<file path="config.mk">
export PLATFORM = sky130hd
export DESIGN_NAME = rv_pipe_ctl
export DESIGN_NICKNAME = d
export VERILOG_FILES = /design/src/rv_pipe_pkg.sv /design/src/rv_stage_if.sv /design/src/rv_hazard.sv /design/src/rv_forward.sv /design/src/rv_stage_regs.sv /design/src/rv_pipe_ctl.sv
export SDC_FILE = /design/constraint.sdc
export NUM_CORES = 1
export LEC_CHECK = 0
export ABC_AREA = 1
export BUFFER_PORTS_ARGS = -buffer_cell sky130_fd_sc_hd__buf_2
export CELL_PAD_IN_SITES_DETAIL_PLACEMENT = 2
export CELL_PAD_IN_SITES_GLOBAL_PLACEMENT = 2
export CORE_MARGIN = 4
export CORE_UTILIZATION = 35
export CTS_BUF_LIST = sky130_fd_sc_hd__clkbuf_2
export CTS_CLUSTER_DIAMETER = 50
export DETAILED_ROUTE_END_ITERATION = 8
export PLACE_DENSITY_LB_ADDON = 0.05
export SETUP_SLACK_MARGIN = 0.3
export SLEW_MARGIN = 25
export SYNTH_ARGS = -nofsm -noshare
export SYNTH_HDL_FRONTEND = slang
export SYNTH_SLANG_ARGS = --single-unit
export TNS_END_PERCENT = 5
</file>
<file path="constraint.sdc">
create_clock -name clk -period 6.89 [get_ports clk]
set_input_delay 1.7225 -clock clk [delete_from_list [all_inputs] [get_ports clk]]
set_output_delay 1.7225 -clock clk [all_outputs]
set_load 0.01 [all_outputs]
</file>
<file path="src/rv_pipe_pkg.sv">
package rv_pipe_pkg;

  // Width of an architectural register index
  localparam int REG_ADDR_W = 5;
  // Widths of the PC-mux mode and the EX operand source
  localparam int PC_SEL_W = 2;
  localparam int FWD_SEL_W = 2;

  typedef logic [REG_ADDR_W-1:0] reg_addr_t;

  // PC-mux mode reported by the EX stage
  typedef enum logic [PC_SEL_W-1:0] {
    PC_SEL_SEQ       = 2'd0,
    PC_SEL_PREDICTED = 2'd1,
    PC_SEL_REDIRECT  = 2'd2,
    PC_SEL_RESERVED  = 2'd3
  } pc_sel_e;

  // BRAM returns load data a cycle late, SRAM has it in MEM
  typedef enum logic {
    MEM_TYPE_BRAM = 1'b0,
    MEM_TYPE_SRAM = 1'b1
  } mem_type_e;

  // Operand source for the instruction in EX
  typedef enum logic [FWD_SEL_W-1:0] {
    FWD_NONE = 2'd0,
    FWD_MEM  = 2'd1,
    FWD_WB   = 2'd2
  } fwd_sel_e;

  // True when a producer writing rd feeds a consumer reading rs
  // Register 0 is hardwired and never links two instructions
  function automatic logic reg_match(reg_addr_t rd, logic we, reg_addr_t rs, logic used);
    return we && used && (rd != '0) && (rd == rs);
  endfunction

endpackage

</file>
<file path="src/rv_stage_if.sv">
`timescale 1ns/1ns

interface stage_if;
  import rv_pipe_pkg::*;

  // Register-level descriptor of the instruction held in one stage
  reg_addr_t rs1;
  reg_addr_t rs2;
  logic      rs1_used;
  logic      rs2_used;
  reg_addr_t rd;
  logic      reg_write;
  logic      is_load;
  logic      is_csr;
  logic      is_multi;

  // The stage register owns the descriptor
  modport source(output rs1, rs2, rs1_used, rs2_used, rd, reg_write, is_load, is_csr, is_multi);

  // Hazard and forwarding logic only look at it
  modport sink(input rs1, rs2, rs1_used, rs2_used, rd, reg_write, is_load, is_csr, is_multi);

endinterface

</file>
<file path="src/rv_hazard.sv">
`timescale 1ns/1ns

module rv_hazard #(
  parameter int FWD = 1,
  parameter int FWD_REGFILE = 0,
  parameter rv_pipe_pkg::mem_type_e MEM_TYPE = rv_pipe_pkg::MEM_TYPE_BRAM
) (
  // Sources read by the instruction sitting in ID
  input  rv_pipe_pkg::reg_addr_t rs1_id,
  input  rv_pipe_pkg::reg_addr_t rs2_id,
  input  logic                   rs1_used_id,
  input  logic                   rs2_used_id,

  // Descriptors of the instructions further down the pipe
  stage_if.sink                  ex_stage,
  stage_if.sink                  mem_stage,
  stage_if.sink                  wb_stage,

  input  logic                   op_active_ex,
  input  rv_pipe_pkg::pc_sel_e   pc_sel,
  input  logic                   mispredicted_ex,
  // Tells whether a predicted PC this cycle came from the BTB in IF
  input  logic                   btb_pred_taken,

  output logic                   pc_stall,
  output logic                   if_id_stall,
  output logic                   if_id_flush,
  output logic                   id_ex_stall,
  output logic                   id_ex_flush,
  output logic                   ex_mem_stall,
  output logic                   mem_wb_stall
);
  import rv_pipe_pkg::*;

  logic ex_hit;
  logic wb_hit;
  logic data_hazard;
  logic pc_redirect;
  logic pc_predicted;

  // ID reads a register that the instruction in EX is about to write
  assign ex_hit = reg_match(ex_stage.rd, ex_stage.reg_write, rs1_id, rs1_used_id) ||
                  reg_match(ex_stage.rd, ex_stage.reg_write, rs2_id, rs2_used_id);

  // A register file without write-through cannot serve a WB result in ID
  // so that case has to be treated as a hazard
  if (FWD_REGFILE == 0) begin : g_wb_check
    assign wb_hit = reg_match(wb_stage.rd, wb_stage.reg_write, rs1_id, rs1_used_id) ||
                    reg_match(wb_stage.rd, wb_stage.reg_write, rs2_id, rs2_used_id);
  end else begin : g_wb_bypass
    assign wb_hit = 1'b0;
  end

  if (FWD == 0) begin : g_stall_all
    logic mem_hit;

    // Without a bypass network every RAW dependency waits for write back
    assign mem_hit = reg_match(mem_stage.rd, mem_stage.reg_write, rs1_id, rs1_used_id) ||
                     reg_match(mem_stage.rd, mem_stage.reg_write, rs2_id, rs2_used_id);
    assign data_hazard = ex_hit || mem_hit || wb_hit;
  end else begin : g_stall_late
    logic ex_late;

    // Results that only exist after MEM cannot reach the next EX in time
    // CSR reads always land in WB, BRAM loads also come back too late
    if (MEM_TYPE == MEM_TYPE_BRAM) begin : g_bram
      assign ex_late = ex_stage.is_load || ex_stage.is_csr;
    end else begin : g_sram
      assign ex_late = ex_stage.is_csr;
    end

    assign data_hazard = (ex_late && ex_hit) || wb_hit;
  end

  // A data hazard freezes the front end, a multi-cycle op freezes everything
  assign pc_stall     = data_hazard || op_active_ex;
  assign if_id_stall  = data_hazard || op_active_ex;
  assign id_ex_stall  = op_active_ex;
  assign ex_mem_stall = op_active_ex;
  assign mem_wb_stall = op_active_ex;

  assign pc_redirect  = (pc_sel == PC_SEL_REDIRECT);
  assign pc_predicted = (pc_sel == PC_SEL_PREDICTED);

  // The dependent instruction stays in ID and a bubble goes to EX
  // During a multi-cycle op EX is held instead of being flushed
  assign id_ex_flush = (data_hazard && !op_active_ex) || pc_redirect || mispredicted_ex;

  // A static prediction in ID makes the fetched sequential word wrong
  // A BTB hit was already steered in IF and keeps its instruction
  // While stalling the predicting branch has not left ID yet
  assign if_id_flush = pc_redirect || mispredicted_ex ||
                       (pc_predicted && !btb_pred_taken && !data_hazard && !op_active_ex);

  always_comb begin
    // Outside of control redirects ID/EX is either held or bubbled, not both
    if (!pc_redirect && !mispredicted_ex) begin
      assert (!(id_ex_stall && id_ex_flush))
        else $error("id_ex_stall and id_ex_flush both high without redirect");
    end
    // The countdown only runs for a multi-cycle op that is still in EX
    assert (!op_active_ex || (pc_stall && ex_stage.is_multi))
      else $error("op_active_ex without a stalled multi-cycle op in EX");
  end

endmodule

</file>
<file path="src/rv_forward.sv">
`timescale 1ns/1ns

module rv_forward #(
  parameter int FWD = 1
) (
  // Consumer in EX, producers in MEM and WB
  stage_if.sink                   ex_stage,
  stage_if.sink                   mem_stage,
  stage_if.sink                   wb_stage,

  output rv_pipe_pkg::fwd_sel_e   fwd_rs1_ex,
  output rv_pipe_pkg::fwd_sel_e   fwd_rs2_ex
);
  import rv_pipe_pkg::*;

  if (FWD != 0) begin : g_forward
    logic mem_rs1;
    logic mem_rs2;
    logic wb_rs1;
    logic wb_rs2;

    assign mem_rs1 = reg_match(mem_stage.rd, mem_stage.reg_write, ex_stage.rs1, ex_stage.rs1_used);
    assign mem_rs2 = reg_match(mem_stage.rd, mem_stage.reg_write, ex_stage.rs2, ex_stage.rs2_used);
    assign wb_rs1  = reg_match(wb_stage.rd, wb_stage.reg_write, ex_stage.rs1, ex_stage.rs1_used);
    assign wb_rs2  = reg_match(wb_stage.rd, wb_stage.reg_write, ex_stage.rs2, ex_stage.rs2_used);

    // MEM holds the younger producer, so its value wins over WB
    always_comb begin
      fwd_rs1_ex = FWD_NONE;
      if (mem_rs1) begin
        fwd_rs1_ex = FWD_MEM;
      end else if (wb_rs1) begin
        fwd_rs1_ex = FWD_WB;
      end

      fwd_rs2_ex = FWD_NONE;
      if (mem_rs2) begin
        fwd_rs2_ex = FWD_MEM;
      end else if (wb_rs2) begin
        fwd_rs2_ex = FWD_WB;
      end
    end
  end else begin : g_no_forward
    // The hazard unit already stalls until the register file is current
    assign fwd_rs1_ex = FWD_NONE;
    assign fwd_rs2_ex = FWD_NONE;
  end

  always_comb begin
    // A bypass only ever taps a stage that really writes a register
    assert (((fwd_rs1_ex != FWD_MEM) && (fwd_rs2_ex != FWD_MEM)) || mem_stage.reg_write)
      else $error("MEM forward selected while MEM does not write");
    assert (((fwd_rs1_ex != FWD_WB) && (fwd_rs2_ex != FWD_WB)) || wb_stage.reg_write)
      else $error("WB forward selected while WB does not write");
  end

endmodule

</file>
<file path="src/rv_stage_regs.sv">
`timescale 1ns/1ns

module rv_stage_regs #(
  parameter int MULTI_LATENCY = 3
) (
  input  logic                   clk,
  input  logic                   reset,

  // Decoded descriptor of the instruction in ID
  input  rv_pipe_pkg::reg_addr_t rs1_id,
  input  rv_pipe_pkg::reg_addr_t rs2_id,
  input  logic                   rs1_used_id,
  input  logic                   rs2_used_id,
  input  rv_pipe_pkg::reg_addr_t rd_id,
  input  logic                   reg_write_id,
  input  logic                   is_load_id,
  input  logic                   is_csr_id,
  input  logic                   is_multi_id,

  input  logic                   id_ex_stall,
  input  logic                   id_ex_flush,
  input  logic                   ex_mem_stall,
  input  logic                   mem_wb_stall,

  stage_if.source                ex_stage,
  stage_if.source                mem_stage,
  stage_if.source                wb_stage,

  output logic                   op_active_ex
);
  // Wide enough to hold MULTI_LATENCY - 1 for every legal latency
  localparam int CNT_W = $clog2(MULTI_LATENCY);

  logic [CNT_W-1:0] multi_cnt;

  // Register numbers move down the pipe under the same stall levels as the flags
  always_ff @(posedge clk) begin
    if (!id_ex_stall) begin
      ex_stage.rs1 <= rs1_id;
      ex_stage.rs2 <= rs2_id;
      ex_stage.rd  <= rd_id;
    end
    if (!ex_mem_stall) begin
      mem_stage.rs1 <= ex_stage.rs1;
      mem_stage.rs2 <= ex_stage.rs2;
      mem_stage.rd  <= ex_stage.rd;
    end
    if (!mem_wb_stall) begin
      wb_stage.rs1 <= mem_stage.rs1;
      wb_stage.rs2 <= mem_stage.rs2;
      wb_stage.rd  <= mem_stage.rd;
    end
  end

  // ID/EX flags
  // A flush overrides the hold
  always_ff @(posedge clk) begin
    if (reset || id_ex_flush) begin
      ex_stage.rs1_used  <= 1'b0;
      ex_stage.rs2_used  <= 1'b0;
      ex_stage.reg_write <= 1'b0;
      ex_stage.is_load   <= 1'b0;
      ex_stage.is_csr    <= 1'b0;
      ex_stage.is_multi  <= 1'b0;
    end else if (!id_ex_stall) begin
      ex_stage.rs1_used  <= rs1_used_id;
      ex_stage.rs2_used  <= rs2_used_id;
      ex_stage.reg_write <= reg_write_id;
      ex_stage.is_load   <= is_load_id;
      ex_stage.is_csr    <= is_csr_id;
      ex_stage.is_multi  <= is_multi_id;
    end
  end

  // EX/MEM flags follow EX whenever the back end is not frozen
  always_ff @(posedge clk) begin
    if (reset) begin
      mem_stage.rs1_used  <= 1'b0;
      mem_stage.rs2_used  <= 1'b0;
      mem_stage.reg_write <= 1'b0;
      mem_stage.is_load   <= 1'b0;
      mem_stage.is_csr    <= 1'b0;
      mem_stage.is_multi  <= 1'b0;
    end else if (!ex_mem_stall) begin
      mem_stage.rs1_used  <= ex_stage.rs1_used;
      mem_stage.rs2_used  <= ex_stage.rs2_used;
      mem_stage.reg_write <= ex_stage.reg_write;
      mem_stage.is_load   <= ex_stage.is_load;
      mem_stage.is_csr    <= ex_stage.is_csr;
      mem_stage.is_multi  <= ex_stage.is_multi;
    end
  end

  // MEM/WB flags
  always_ff @(posedge clk) begin
    if (reset) begin
      wb_stage.rs1_used  <= 1'b0;
      wb_stage.rs2_used  <= 1'b0;
      wb_stage.reg_write <= 1'b0;
      wb_stage.is_load   <= 1'b0;
      wb_stage.is_csr    <= 1'b0;
      wb_stage.is_multi  <= 1'b0;
    end else if (!mem_wb_stall) begin
      wb_stage.rs1_used  <= mem_stage.rs1_used;
      wb_stage.rs2_used  <= mem_stage.rs2_used;
      wb_stage.reg_write <= mem_stage.reg_write;
      wb_stage.is_load   <= mem_stage.is_load;
      wb_stage.is_csr    <= mem_stage.is_csr;
      wb_stage.is_multi  <= mem_stage.is_multi;
    end
  end

  // A multi-cycle op loads the count as it enters EX and holds EX until zero
  // Together with the entry cycle that gives MULTI_LATENCY cycles in EX
  // A flush cancels the op in EX and with it the remaining count
  always_ff @(posedge clk) begin
    if (reset || id_ex_flush) begin
      multi_cnt <= '0;
    end else if (multi_cnt != '0) begin
      multi_cnt <= multi_cnt - 1'b1;
    end else if (!id_ex_stall && is_multi_id) begin
      multi_cnt <= CNT_W'(MULTI_LATENCY - 1);
    end
  end

  assign op_active_ex = (multi_cnt != '0);

  // The count must never start above the configured latency
  assert property (@(posedge clk) disable iff (reset) multi_cnt <= CNT_W'(MULTI_LATENCY - 1))
    else $error("multi-cycle count 0x%0h above latency", multi_cnt);

endmodule

</file>
<file path="src/rv_pipe_ctl.sv">
`timescale 1ns/1ns

module rv_pipe_ctl #(
  parameter int FWD = 1,
  parameter int FWD_REGFILE = 0,
  parameter rv_pipe_pkg::mem_type_e MEM_TYPE = rv_pipe_pkg::MEM_TYPE_BRAM,
  parameter int MULTI_LATENCY = 3
) (
  input  logic                    clk,
  input  logic                    reset,

  // Instruction descriptor in ID
  input  rv_pipe_pkg::reg_addr_t  rs1_id,
  input  rv_pipe_pkg::reg_addr_t  rs2_id,
  input  logic                    rs1_used_id,
  input  logic                    rs2_used_id,
  input  rv_pipe_pkg::reg_addr_t  rd_id,
  input  logic                    reg_write_id,
  input  logic                    is_load_id,
  input  logic                    is_csr_id,
  input  logic                    is_multi_id,

  // Branch resolution and prediction status
  input  rv_pipe_pkg::pc_sel_e    pc_sel,
  input  logic                    mispredicted_ex,
  input  logic                    btb_pred_taken,

  output logic                    pc_stall,
  output logic                    if_id_stall,
  output logic                    if_id_flush,
  output logic                    id_ex_stall,
  output logic                    id_ex_flush,
  output logic                    ex_mem_stall,
  output logic                    mem_wb_stall,
  output rv_pipe_pkg::fwd_sel_e   fwd_rs1_ex,
  output rv_pipe_pkg::fwd_sel_e   fwd_rs2_ex,
  output logic                    op_active_ex
);

  stage_if ex_stage ();
  stage_if mem_stage ();
  stage_if wb_stage ();

  rv_stage_regs #(
    .MULTI_LATENCY (MULTI_LATENCY)
  ) stage_regs (
    .clk          (clk),
    .reset        (reset),
    .rs1_id       (rs1_id),
    .rs2_id       (rs2_id),
    .rs1_used_id  (rs1_used_id),
    .rs2_used_id  (rs2_used_id),
    .rd_id        (rd_id),
    .reg_write_id (reg_write_id),
    .is_load_id   (is_load_id),
    .is_csr_id    (is_csr_id),
    .is_multi_id  (is_multi_id),
    .id_ex_stall  (id_ex_stall),
    .id_ex_flush  (id_ex_flush),
    .ex_mem_stall (ex_mem_stall),
    .mem_wb_stall (mem_wb_stall),
    .ex_stage     (ex_stage.source),
    .mem_stage    (mem_stage.source),
    .wb_stage     (wb_stage.source),
    .op_active_ex (op_active_ex)
  );

  rv_hazard #(
    .FWD         (FWD),
    .FWD_REGFILE (FWD_REGFILE),
    .MEM_TYPE    (MEM_TYPE)
  ) hazard (
    .rs1_id          (rs1_id),
    .rs2_id          (rs2_id),
    .rs1_used_id     (rs1_used_id),
    .rs2_used_id     (rs2_used_id),
    .ex_stage        (ex_stage.sink),
    .mem_stage       (mem_stage.sink),
    .wb_stage        (wb_stage.sink),
    .op_active_ex    (op_active_ex),
    .pc_sel          (pc_sel),
    .mispredicted_ex (mispredicted_ex),
    .btb_pred_taken  (btb_pred_taken),
    .pc_stall        (pc_stall),
    .if_id_stall     (if_id_stall),
    .if_id_flush     (if_id_flush),
    .id_ex_stall     (id_ex_stall),
    .id_ex_flush     (id_ex_flush),
    .ex_mem_stall    (ex_mem_stall),
    .mem_wb_stall    (mem_wb_stall)
  );

  rv_forward #(
    .FWD (FWD)
  ) forward (
    .ex_stage   (ex_stage.sink),
    .mem_stage  (mem_stage.sink),
    .wb_stage   (wb_stage.sink),
    .fwd_rs1_ex (fwd_rs1_ex),
    .fwd_rs2_ex (fwd_rs2_ex)
  );

endmodule

</file>
==> metrics.md, run 1 <==
| Metric | Value |
|---|---|
| Post-route insts no fill | `355` |
| Slew @ Worst Pin | `~0.46 ns` |
| Flop-to-flop setup slack | `5.23 ns` |
| Final period util | `66.6%` |
| Crit path arrival time | `approximately 2.9 ns` |
| GR Layer Usage met2 | `about a third` |
| Slew HR | `between 60% and 70%` |
| Worst Path Required | `5.17 ns` |
| 1st-iter DRT viols | `between 50 and 60` |
| Vias per inst | `4.90` |
| WS Path Type | `input pin to output port` |
| Switching power | `0.138 mW` |
| Total clock sinks | `34` |
| Final hold vios | `0` |
| Maximum capacitance violations | `0` |
| Final WL | `~5700 um` |
| # rows | `26` |
| Vias in the first global route | `approximately 1,800` |
| Clk buf depth | `2` |
| DRC Markers | `0` |
| HP Class | `flip-flop to flip-flop` |
| CP max-delay cell | `inv_1` |
| CTS tree | `yes` |
| I/O pins | `39` |
| Mapped Cells | `approximately 250` |
| WP buf/inv | `3` |
| Hold_buf cts | `0` |
| Distinct cells, synth | `24` |
| GR Overflow Total | `0` |
| Hold slack | `0.537 ns` |
| Die Y | `roughly 83 um` |
| Initial Utilization | `37.1%` |
| Port bufs | `38` |
| DRT antenna net count | `0` |
| Sequential power share | `around three fifths` |
| Slew Limit Fails | `0` |
| Synthesized cell area | `about 0.002 mm^2` |
| RSZ-0062 raised after global routing | `no` |
| Final setup skew | `~0.014 ns` |
| Sequential-to-total area share from yosys stat | `between 40 and 50%` |
| Share of cells above drive strength 1 | `approximately a fifth` |
| # diodes | `0` |
| Leakage | `about 1.1 nW` |
| Tmin final | `around 4.6 ns` |
| Largest net degree at the start of global routing | `34` |
| Pre-antenna DRT Iters | `4` |
| Crit-path cells | `buf_2, inv_1, nand2_1, nand2_1, nor2_1, nand3_1, nand2_1, nand2_1, nand2_2, nor2_1, nand2_1, nand2_1, buf_2` |
| Setup violators final | `0` |
| Busiest metal layer after global routing | `met2` |
| Fin nets | `313` |
| # fillers | `627` |
| Syn_area_per_cell | `approximately 7.9 um^2` |
| Yosys reg bits | `34` |
| Comb pwr share | `17.7%` |
| Outcome | `finished clean` |
| Synthesis Warnings | `0` |
| Setup crit start kind | `input pin` |
| CP Capture Type | `output port` |
| Setup TNS | `0 ns` |
| DR vias | `about 1,700` |
| Critical path fanouts, max | `4` |
| Setup bufs post-CTS | `0` |
| Peak supply drop | `between 0.00008 and 0.00009 V` |
| DP Cell Count | `between 300 and 400` |
| Post_cts resized | `0` |
| Tot Pwr | `between 0.4 and 0.5 mW` |
| Final GP Congestion | `~0.74` |
| P_int | `0.293 mW` |
| Total Die Area | `a little under 0.007 mm^2` |
| Crit-path leading delay family | `simple AND/OR/NAND/NOR gates` |
| Most used cell, CP | `nand2_1` |
| Sw frac | `approximately 32%` |
| Total CTS buffers | `5` |
| Pwr dens | `slightly below 200 mW/mm^2` |
| Most frequent cells in the layout | `nand2_1, buf_2, nor2_1, inv_1, edfxtp_1` |
| Global-route wire length before repair | `9280 um` |
| Initial antenna violation count | `0` |
| Most common cell after layout, fill and taps aside | `nand2_1` |
| Die Width | `82.6 um` |
| P&R area growth vs syn | `13.1%` |
| Total GRT Usage | `roughly 19%` |
| DPL Wire Length | `between 4000 and 5000 um` |
| CP max stage delay | `roughly 0.14 ns` |
| Clk_lat worst skew | `approximately 0.38 ns` |
| Part of the power in the clock network | `22.0%` |
| F_max | `around 220 MHz` |
| Syn nets | `~280` |
| Clock transition at the registers of the reported paths | `around 0.19 ns` |
| Core area | `between 0.005 and 0.006 mm^2` |
| Met3 Use GR | `roughly 3.6%` |
| Routed WL per cell | `16.1 um` |
| Clk root buf | `clkbuf_2` |
| Met1 Use GR | `23.5%` |
| # H-tree levels | `2` |
-- path summary, 6_finish.rpt --
| kind | depth (start not counted) | start | end |
|---|---|---|---|
| min reg2reg | 2 | stage_regs.ex_stage.is_csr | stage_regs.ex_stage.is_csr |
| min | 2 | stage_regs.ex_stage.is_csr | stage_regs.ex_stage.is_csr |
| max | 13 | rs2_id[4] | if_id_flush |
| max reg2reg | 7 | stage_regs.wb_stage.rd[4] | stage_regs.ex_stage.rs1_used |
-- sequential cells by signal, indices dropped and copies added, names as in the netlist --
register,flops
stage_regs.ex_stage.rd,5
stage_regs.ex_stage.rs1,5
stage_regs.ex_stage.rs2,5
stage_regs.mem_stage.rd,5
stage_regs.wb_stage.rd,5
stage_regs.multi_cnt,2
stage_regs.ex_stage.is_csr,1
stage_regs.ex_stage.is_load,1
stage_regs.ex_stage.reg_write,1
stage_regs.ex_stage.rs1_used,1
stage_regs.ex_stage.rs2_used,1
stage_regs.mem_stage.reg_write,1
stage_regs.wb_stage.reg_write,1
-- cell usage after synthesis, drive strengths merged --
cell	number	area (um^2)
a21oi	6	30.0
mux2i	5	50.1
nor3	6	30.0
inv	36	135
or2	3	18.8
nand3	8	52.6
ha	2	25.0
clkbuf	1	13.8
xnor2	2	17.5
xor2	3	26.3
a221oi	2	17.5
edfxtp	25	751
dfxtp	9	180
o2111ai	6	52.6
nor2	33	124
o22ai	2	12.5
buf	7	56.3
nand2	84	320
a211oi	1	7.51
o21ai	5	25.0
-- per-stage QoR --
step | worst slack (ns) | cell area (um^2) | util [%]
6_report | 2.30 | 2200 | 42.0
5_1_grt | 2.15 | 2200 | 42.0
4_1_cts | 2.29 | 2200 | 42.0
3_5_place_dp | 2.28 | 2160 | 41.3
3_3_place_gp | 2.36 | 2160 | 41.3
2_1_floorplan | 2.66 | 1950 | -
-- tightest hold or removal path, delay by kind of cell, from the launching register on --
| family | cells | cell delay [ns] |
|---|---|---|
| flip-flops | 1 | 0.37 |
| multiplexers | 1 | 0.07 |
| AND/OR/NAND/NOR | 1 | 0.08 |
-- layer usage --
layer,vias to the layer above,share of wire [%]
li1,859,-
met1,844,47
met2,32,49
met3,4,3.4
met4,0,0.67
met5,-,0
-- power groups by stage --
stage | Combinational (mW) | Clock, mW | Sequential, mW
2_1_floorplan | 0.0544 | 0 | 0.254
3_3_place_gp | 0.0743 | 0 | 0.263
3_5_place_dp | 0.0767 | 0 | 0.264
4_1_cts | 0.0779 | 0.0986 | 0.260
5_1_grt | 0.0882 | 0.109 | 0.263
6_report | 0.0764 | 0.0947 | 0.260
-- kinds of logic after synthesis --
group,after synthesis,share of synthesized area (%)
fa+ha+maj,2,1.29
compound gates,22,7.46
flops,34,47.8
buf+inv,44,10.5
xor+xnor,5,2.25
simple gates,134,28.0
mux,5,2.57
-- area by class of cell --
| type | count | area, um^2 | area share (%) |
|---|---|---|---|
| sequential | 34 | 931 | 42.3 |
| inverter | 36 | 135 | 6.14 |
| tap | 70 | 87.6 | 3.98 |
| clock inverter | 2 | 8.76 | 0.398 |
| timing repair buffer | 39 | 198 | 8.99 |
| clock buffer | 6 | 30.0 | 1.37 |
| multi-input combinational | 168 | 810 | 36.8 |
No activity file was read; power rests on OpenSTA's default activity.
==> run 2, diff against run 1 <==
CORE_UTILIZATION = 33   (was 35)
clock period = 4.35 ns   (was 6.89 ns; I/O delays follow)
==> metrics.md, run 2 (synthesis results as in run 1) <==
| Metric | Value |
|---|---|
| Crit-path leading delay family | `adder cells` |
| Total Die Area | `0.00719 mm^2 (+5.5%)` |
| Core area | `0.00561 mm^2 (+7.1%)` |
| Worst Path Required | `3.26 ns (-1.91 ns)` |
| Peak supply drop | `0.000146 V (+72%)` |
| Clk_lat worst skew | `0.38 ns (about the same)` |
| Part of the power in the clock network | `21.9% (about the same)` |
| Total CTS buffers | `5 (unchanged)` |
| Most common cell after layout, fill and taps aside | `nand2_1` |
| Comb pwr share | `17.9% (+0.2 points)` |
| CP startpoint | `stage_regs.multi_cnt[0]` |
| Crit path arrival time | `2.25 ns (-0.61 ns)` |
| Worst slack, placed | `1.04 ns (-1.23 ns)` |
| WP buf/inv | `3 (unchanged)` |
| Die Y | `84.8 um (+2.7%)` |
| DRT antenna net count | `0 (unchanged)` |
| Fin nets | `313 (unchanged)` |
| Tot Pwr | `0.680 mW (+58%)` |
| I/O pins | `39 (unchanged)` |
| Post_cts resized | `0 (unchanged)` |
| Leakage | `1.13 nW (unchanged)` |
| Crit-path cells | `inv_1, ha_1, inv_1, nor2_1, nand2_1, nand2_1, buf_2` |
| Outcome | `finished clean` |
| GR Layer Usage met2 | `28.0% (-4.3 points)` |
| Setup bufs post-CTS | `0 (unchanged)` |
| Setup TNS | `0 ns (unchanged)` |
| Initial antenna violation count | `0 (unchanged)` |
| Port bufs | `38 (unchanged)` |
| Reg2reg end | `stage_regs.multi_cnt[1]` |
| Clock transition at the registers of the reported paths | `0.18 ns (about the same)` |
| Pwr dens | `309 mW/mm^2 (+58%)` |
| Die Width | `84.8 um (+2.7%)` |
| Flop-to-flop setup slack | `2.23 ns (-3.00 ns)` |
| Clk buf depth | `2 (unchanged)` |
| Share of cells above drive strength 1 | `19.6% (unchanged)` |
| Routed WL per cell | `15.9 um (-1.2%)` |
| Sw frac | `31.8% (-0.26 points)` |
| Total clock sinks | `34 (unchanged)` |
| Critical path fanouts, max | `15 (+11)` |
| Switching power | `0.216 mW (+57%)` |
| Clk root buf | `clkbuf_2` |
| Final GP Congestion | `0.787 (+6.7%)` |
| Setup violators final | `0 (unchanged)` |
| CTS tree | `yes` |
| CP Depth | `7 (-6)` |
| HP Class | `flip-flop to flip-flop` |
| Final hold vios | `0 (unchanged)` |
| Vias in the first global route | `1,836 (-0.65%)` |
| Busiest metal layer after global routing | `met2` |
| 1st-iter DRT viols | `60 (+3.4%)` |
| CP max stage delay | `0.67 ns (+0.53 ns)` |
| F_max | `299 MHz` |
| Worst r2r src | `stage_regs.multi_cnt[0]` |
| Global-route wire length before repair | `9100 um (-1.9%)` |
| Tmin final | `approximately 3.3 ns` |
| DRC Markers | `0 (unchanged)` |
| WS Path Type | `flip-flop to output port` |
| Maximum capacitance violations | `0 (unchanged)` |
| CP Capture Type | `output port` |
| Worst setup endpoint | `if_id_flush` |
| Total GRT Usage | `16.5% (-2.0 points)` |
| # diodes | `0 (unchanged)` |
| Slew @ Worst Pin | `0.780 ns (+0.322 ns)` |
| Final worst slack | `1.01 ns (-1.29 ns)` |
| Vias per inst | `4.84 (-1.1%)` |
| CP max-delay cell | `ha_1` |
| DPL Wire Length | `4650 um (+2.8%)` |
| Hold_buf cts | `0 (unchanged)` |
| Slew Limit Fails | `0 (unchanged)` |
| RSZ-0062 raised after global routing | `no` |
| Largest net degree at the start of global routing | `21 (-38%)` |
| Most frequent cells in the layout | `nand2_1, buf_2, nor2_1, inv_1, edfxtp_1` |
| Final WL | `5680 um (-0.60%)` |
| Initial Utilization | `34.7% (-2.5 points)` |
| P&R area growth vs syn | `13.2%` |
| Met1 Use GR | `21.5% (-2.0 points)` |
| Final period util | `76.8%` |
| # rows | `27 (+3.8%)` |
| Setup crit start kind | `flip-flop` |
| Met3 Use GR | `3.63% (+0.052 points)` |
| Slew HR | `48.0% (-21 points)` |
| Sequential power share | `60.2% (about the same)` |
| GR Overflow Total | `0 (unchanged)` |
| Final setup skew | `0.0177 ns (+0.00361 ns)` |
| Pre-antenna DRT Iters | `4 (unchanged)` |
| Hold slack | `0.536 ns (-0.000288 ns)` |
| FF-to-FF path depth | `6 (-1)` |
| # H-tree levels | `2 (unchanged)` |
| DR vias | `1,729 (-0.58%)` |
| P_int | `0.464 mW (+58%)` |
==> run 2: cell counts in the layout (fill, tap and decap cells not counted) <==
No cell type changed its count.
==> run 2: layout make-up <==
type / instances / area [um^2]
fillers: 682 / 3410
flip-flops and latches: 34 / 931
multi-input cells: 168 / 810
repair buffers: 39 / 198
inverters: 36 / 135
well taps: 72 / 90.1
clock buffers: 6 / 30.0
clock inverters: 2 / 8.76
==> run 2: worst min path at each step <==
stage | cells after the start | from | endpoint
after floorplan | 0 | stage_regs.mem_stage.rd[0] | stage_regs.wb_stage.rd[0]
after CTS | 0 | stage_regs.ex_stage.rd[1] | stage_regs.mem_stage.rd[1]
after global routing | 0 | stage_regs.ex_stage.rd[1] | stage_regs.mem_stage.rd[1]
final | 0 | stage_regs.ex_stage.rd[1] | stage_regs.mem_stage.rd[1]
after global placement | 2 | stage_regs.ex_stage.is_load | stage_regs.ex_stage.is_load
after detailed placement | 0 | stage_regs.ex_stage.rd[1] | stage_regs.mem_stage.rd[1]
==> run 2: power groups by stage <==
| stage | Combinational (mW) | Clock [mW] | Sequential, mW |
|---|---|---|---|
| final | 0.122 | 0.149 | 0.410 |
| after detailed placement | 0.124 | 0 | 0.418 |
| after global placement | 0.120 | 0 | 0.418 |
| after CTS | 0.125 | 0.155 | 0.411 |
| after global routing | 0.139 | 0.173 | 0.415 |
| after floorplan | 0.0861 | 0 | 0.403 |
==> run 2: metrics by stage <==
step	instances	utilization (%)	area (um^2)
5_1_grt	357	39.3	2200
3_3_place_gp	349	38.6	2160
4_1_cts	357	39.3	2200
6_report	357	39.3	2200
3_5_place_dp	349	38.6	2160
2_1_floorplan	246	-	1950
==> run 2: layer usage <==
layer,vias up,wire (um),part of all wire [%]
met1,824,2750,48
met4,0,51,0.90
met2,32,2680,47
li1,865,-,-
met5,-,0,0
met3,8,195,3.4
==> run 3, diff against run 2 <==
clock period = 3.1 ns   (was 4.35 ns; I/O delays follow)
==> metrics.md, run 3 (synthesis results as in run 1) <==
| Metric | Value |
|---|---|
| Slew HR | `74.9% (+27 points)` |
| 1st-iter DRT viols | `80 (+33%)` |
| Final GP Congestion | `0.806 (+2.4%)` |
| # H-tree levels | `2 (unchanged)` |
| CP Capture Type | `output port` |
| Peak supply drop | `0.000189 V (+29%)` |
| # fillers | `708 (+3.8%)` |
| CTS tree | `yes` |
| Total GRT Usage | `17.5% (+0.99 points)` |
| # rows | `27 (unchanged)` |
| Most frequent cells in the layout | `nand2_1, buf_2, inv_1, nor2_1, edfxtp_1` |
| HP Class | `flip-flop to flip-flop` |
| Slew @ Worst Pin | `0.376 ns (-0.404 ns)` |
| DRT antenna net count | `0 (unchanged)` |
| Clk root buf | `clkbuf_2` |
| Post-route insts no fill | `365 (+2.2%)` |
| Routed WL per cell | `16.8 um (+5.8%)` |
| Setup TNS | `0 ns (unchanged)` |
| DPL Wire Length | `4850 um (+4.3%)` |
| Total CTS buffers | `5 (unchanged)` |
| Clock transition at the registers of the reported paths | `0.18 ns (about the same)` |
| I/O pins | `39 (unchanged)` |
| Pwr dens | `429 mW/mm^2 (+39%)` |
| Setup violators final | `0 (unchanged)` |
| WS Path Type | `flip-flop to output port` |
| Most common cell after layout, fill and taps aside | `nand2_1` |
| DP Cell Count | `350 (+0.29%)` |
| Initial antenna violation count | `0 (unchanged)` |
| Core area | `0.00561 mm^2 (unchanged)` |
| RSZ-0062 raised after global routing | `yes` |
| DRC Markers | `0 (unchanged)` |
| Largest net degree at the start of global routing | `26 (+24%)` |
| Total Die Area | `0.00719 mm^2 (unchanged)` |
| Die Width | `84.8 um (unchanged)` |
| Leakage | `1.17 nW (+3.7%)` |
| DR vias | `1,793 (+3.7%)` |
| Pre-antenna DRT Iters | `4 (unchanged)` |
| # diodes | `0 (unchanged)` |
| Global-route wire length before repair | `9610 um (+5.6%)` |
| Maximum capacitance violations | `0 (unchanged)` |
| Vias per inst | `4.91 (+1.4%)` |
| Setup crit start kind | `flip-flop` |
| Post-Route Utilization | `40.8% (+1.6 points)` |
| Initial Utilization | `34.7% (unchanged)` |
| Final WL | `6140 um (+8.2%)` |
| Final hold vios | `0 (unchanged)` |
| Total clock sinks | `34 (unchanged)` |
| Die Y | `84.8 um (unchanged)` |
| Slew Limit Fails | `0 (unchanged)` |
| Critical path fanouts, max | `6 (-9)` |
| Port bufs | `38 (unchanged)` |
| Fin nets | `321 (+2.6%)` |
| Crit path arrival time | `1.94 ns (-0.31 ns)` |
| Share of cells above drive strength 1 | `24.6% (+4.9 points)` |
| Multi-input gate area | `837 um^2 (+3.4%)` |
| F_max | `~370 MHz` |
| Final period util | `between 80% and 90%` |
| Reg area | `931 um^2 (unchanged)` |
| Clk buf depth | `2 (unchanged)` |
| Tmin final | `2.71 ns` |
| Outcome | `finished clean` |
| Clk_lat worst skew | `0.39 ns (about the same)` |
| GR Overflow Total | `0 (unchanged)` |
| Vias in the first global route | `1,893 (+3.1%)` |
| P&R area growth vs syn | `17.7%` |
| Worst Path Required | `2.32 ns (-0.94 ns)` |
| Final setup skew | `0.0263 ns (+0.00856 ns)` |
| Hold_buf cts | `0 (unchanged)` |
## run 3: changes by cell type in the layout (fill, tap and decap cells not counted), sizes merged
| cell | previous run | this run |
|---|---|---|
| buf | 39 | 47 |
## run 3: per-stage QoR
step	area (um^2)	total power, mW	hold slack, ns	worst slack (ns)
5_1_grt	2290	1.05	0.518	0.224
3_5_place_dp	2170	0.763	0.503	0.395
3_3_place_gp	2170	0.753	0.482	0.446
4_1_cts	2220	0.975	0.540	0.302
6_report	2290	0.981	0.523	0.388
2_1_floorplan	1950	0.686	0.450	0.419
## run 3: layer usage
layer  vias to the layer above  GRT usage [%]  share of wire (%)
met4                         0           3.88               0.99
met2                        28           30.8                 51
met5                         -              0                  0
met3                         6           3.63                2.8
li1                        876              -                  -
met1                       883           21.9                 45
## run 3: timing repair
item                       4_1_cts  5_1_grt
gates resized for setup          0        9
pin swaps                        0        6
buffers inserted                 1        6
setup endpoints to repair        1        6
gates cloned                     0        0
## run 3: worst max-delay path, cell delays in order (launching register included)
cell and delay (ns):
edfxtp_1 0.55, or2_2 0.34, a21oi_1 0.19, o2111ai_1 0.13, nor2_1 0.14, nor3_1 0.06, buf_2 0.14
## run 3: worst paths after layout
check	slack, ns	cells after the start	endpoint	start
max	0.39	6	fwd_rs2_ex[1]	stage_regs.mem_stage.rd[3]
max reg2reg	1.47	8	stage_regs.multi_cnt[1]	stage_regs.wb_stage.rd[1]
min	0.52	0	stage_regs.mem_stage.rd[1]	stage_regs.ex_stage.rd[1]
min reg2reg	0.52	0	stage_regs.mem_stage.rd[1]	stage_regs.ex_stage.rd[1]
## run 3: final cells by class
| type | instances | area share (%) |
|---|---|---|
| clock buffers | 6 | 1.31 |
| clock inverters | 2 | 0.383 |
| inverters | 36 | 5.90 |
| multi-input cells | 168 | 36.6 |
| flip-flops and latches | 34 | 40.7 |
| well taps | 72 | 3.93 |
| repair buffers | 47 | 11.3 |
## run 3: where the power goes
group | switching (mW) | internal [mW]
Sequential | 0.0475 | 0.530
Combinational | 0.115 | 0.0791
Clock | 0.154 | 0.0554
Total | 0.317 | 0.664
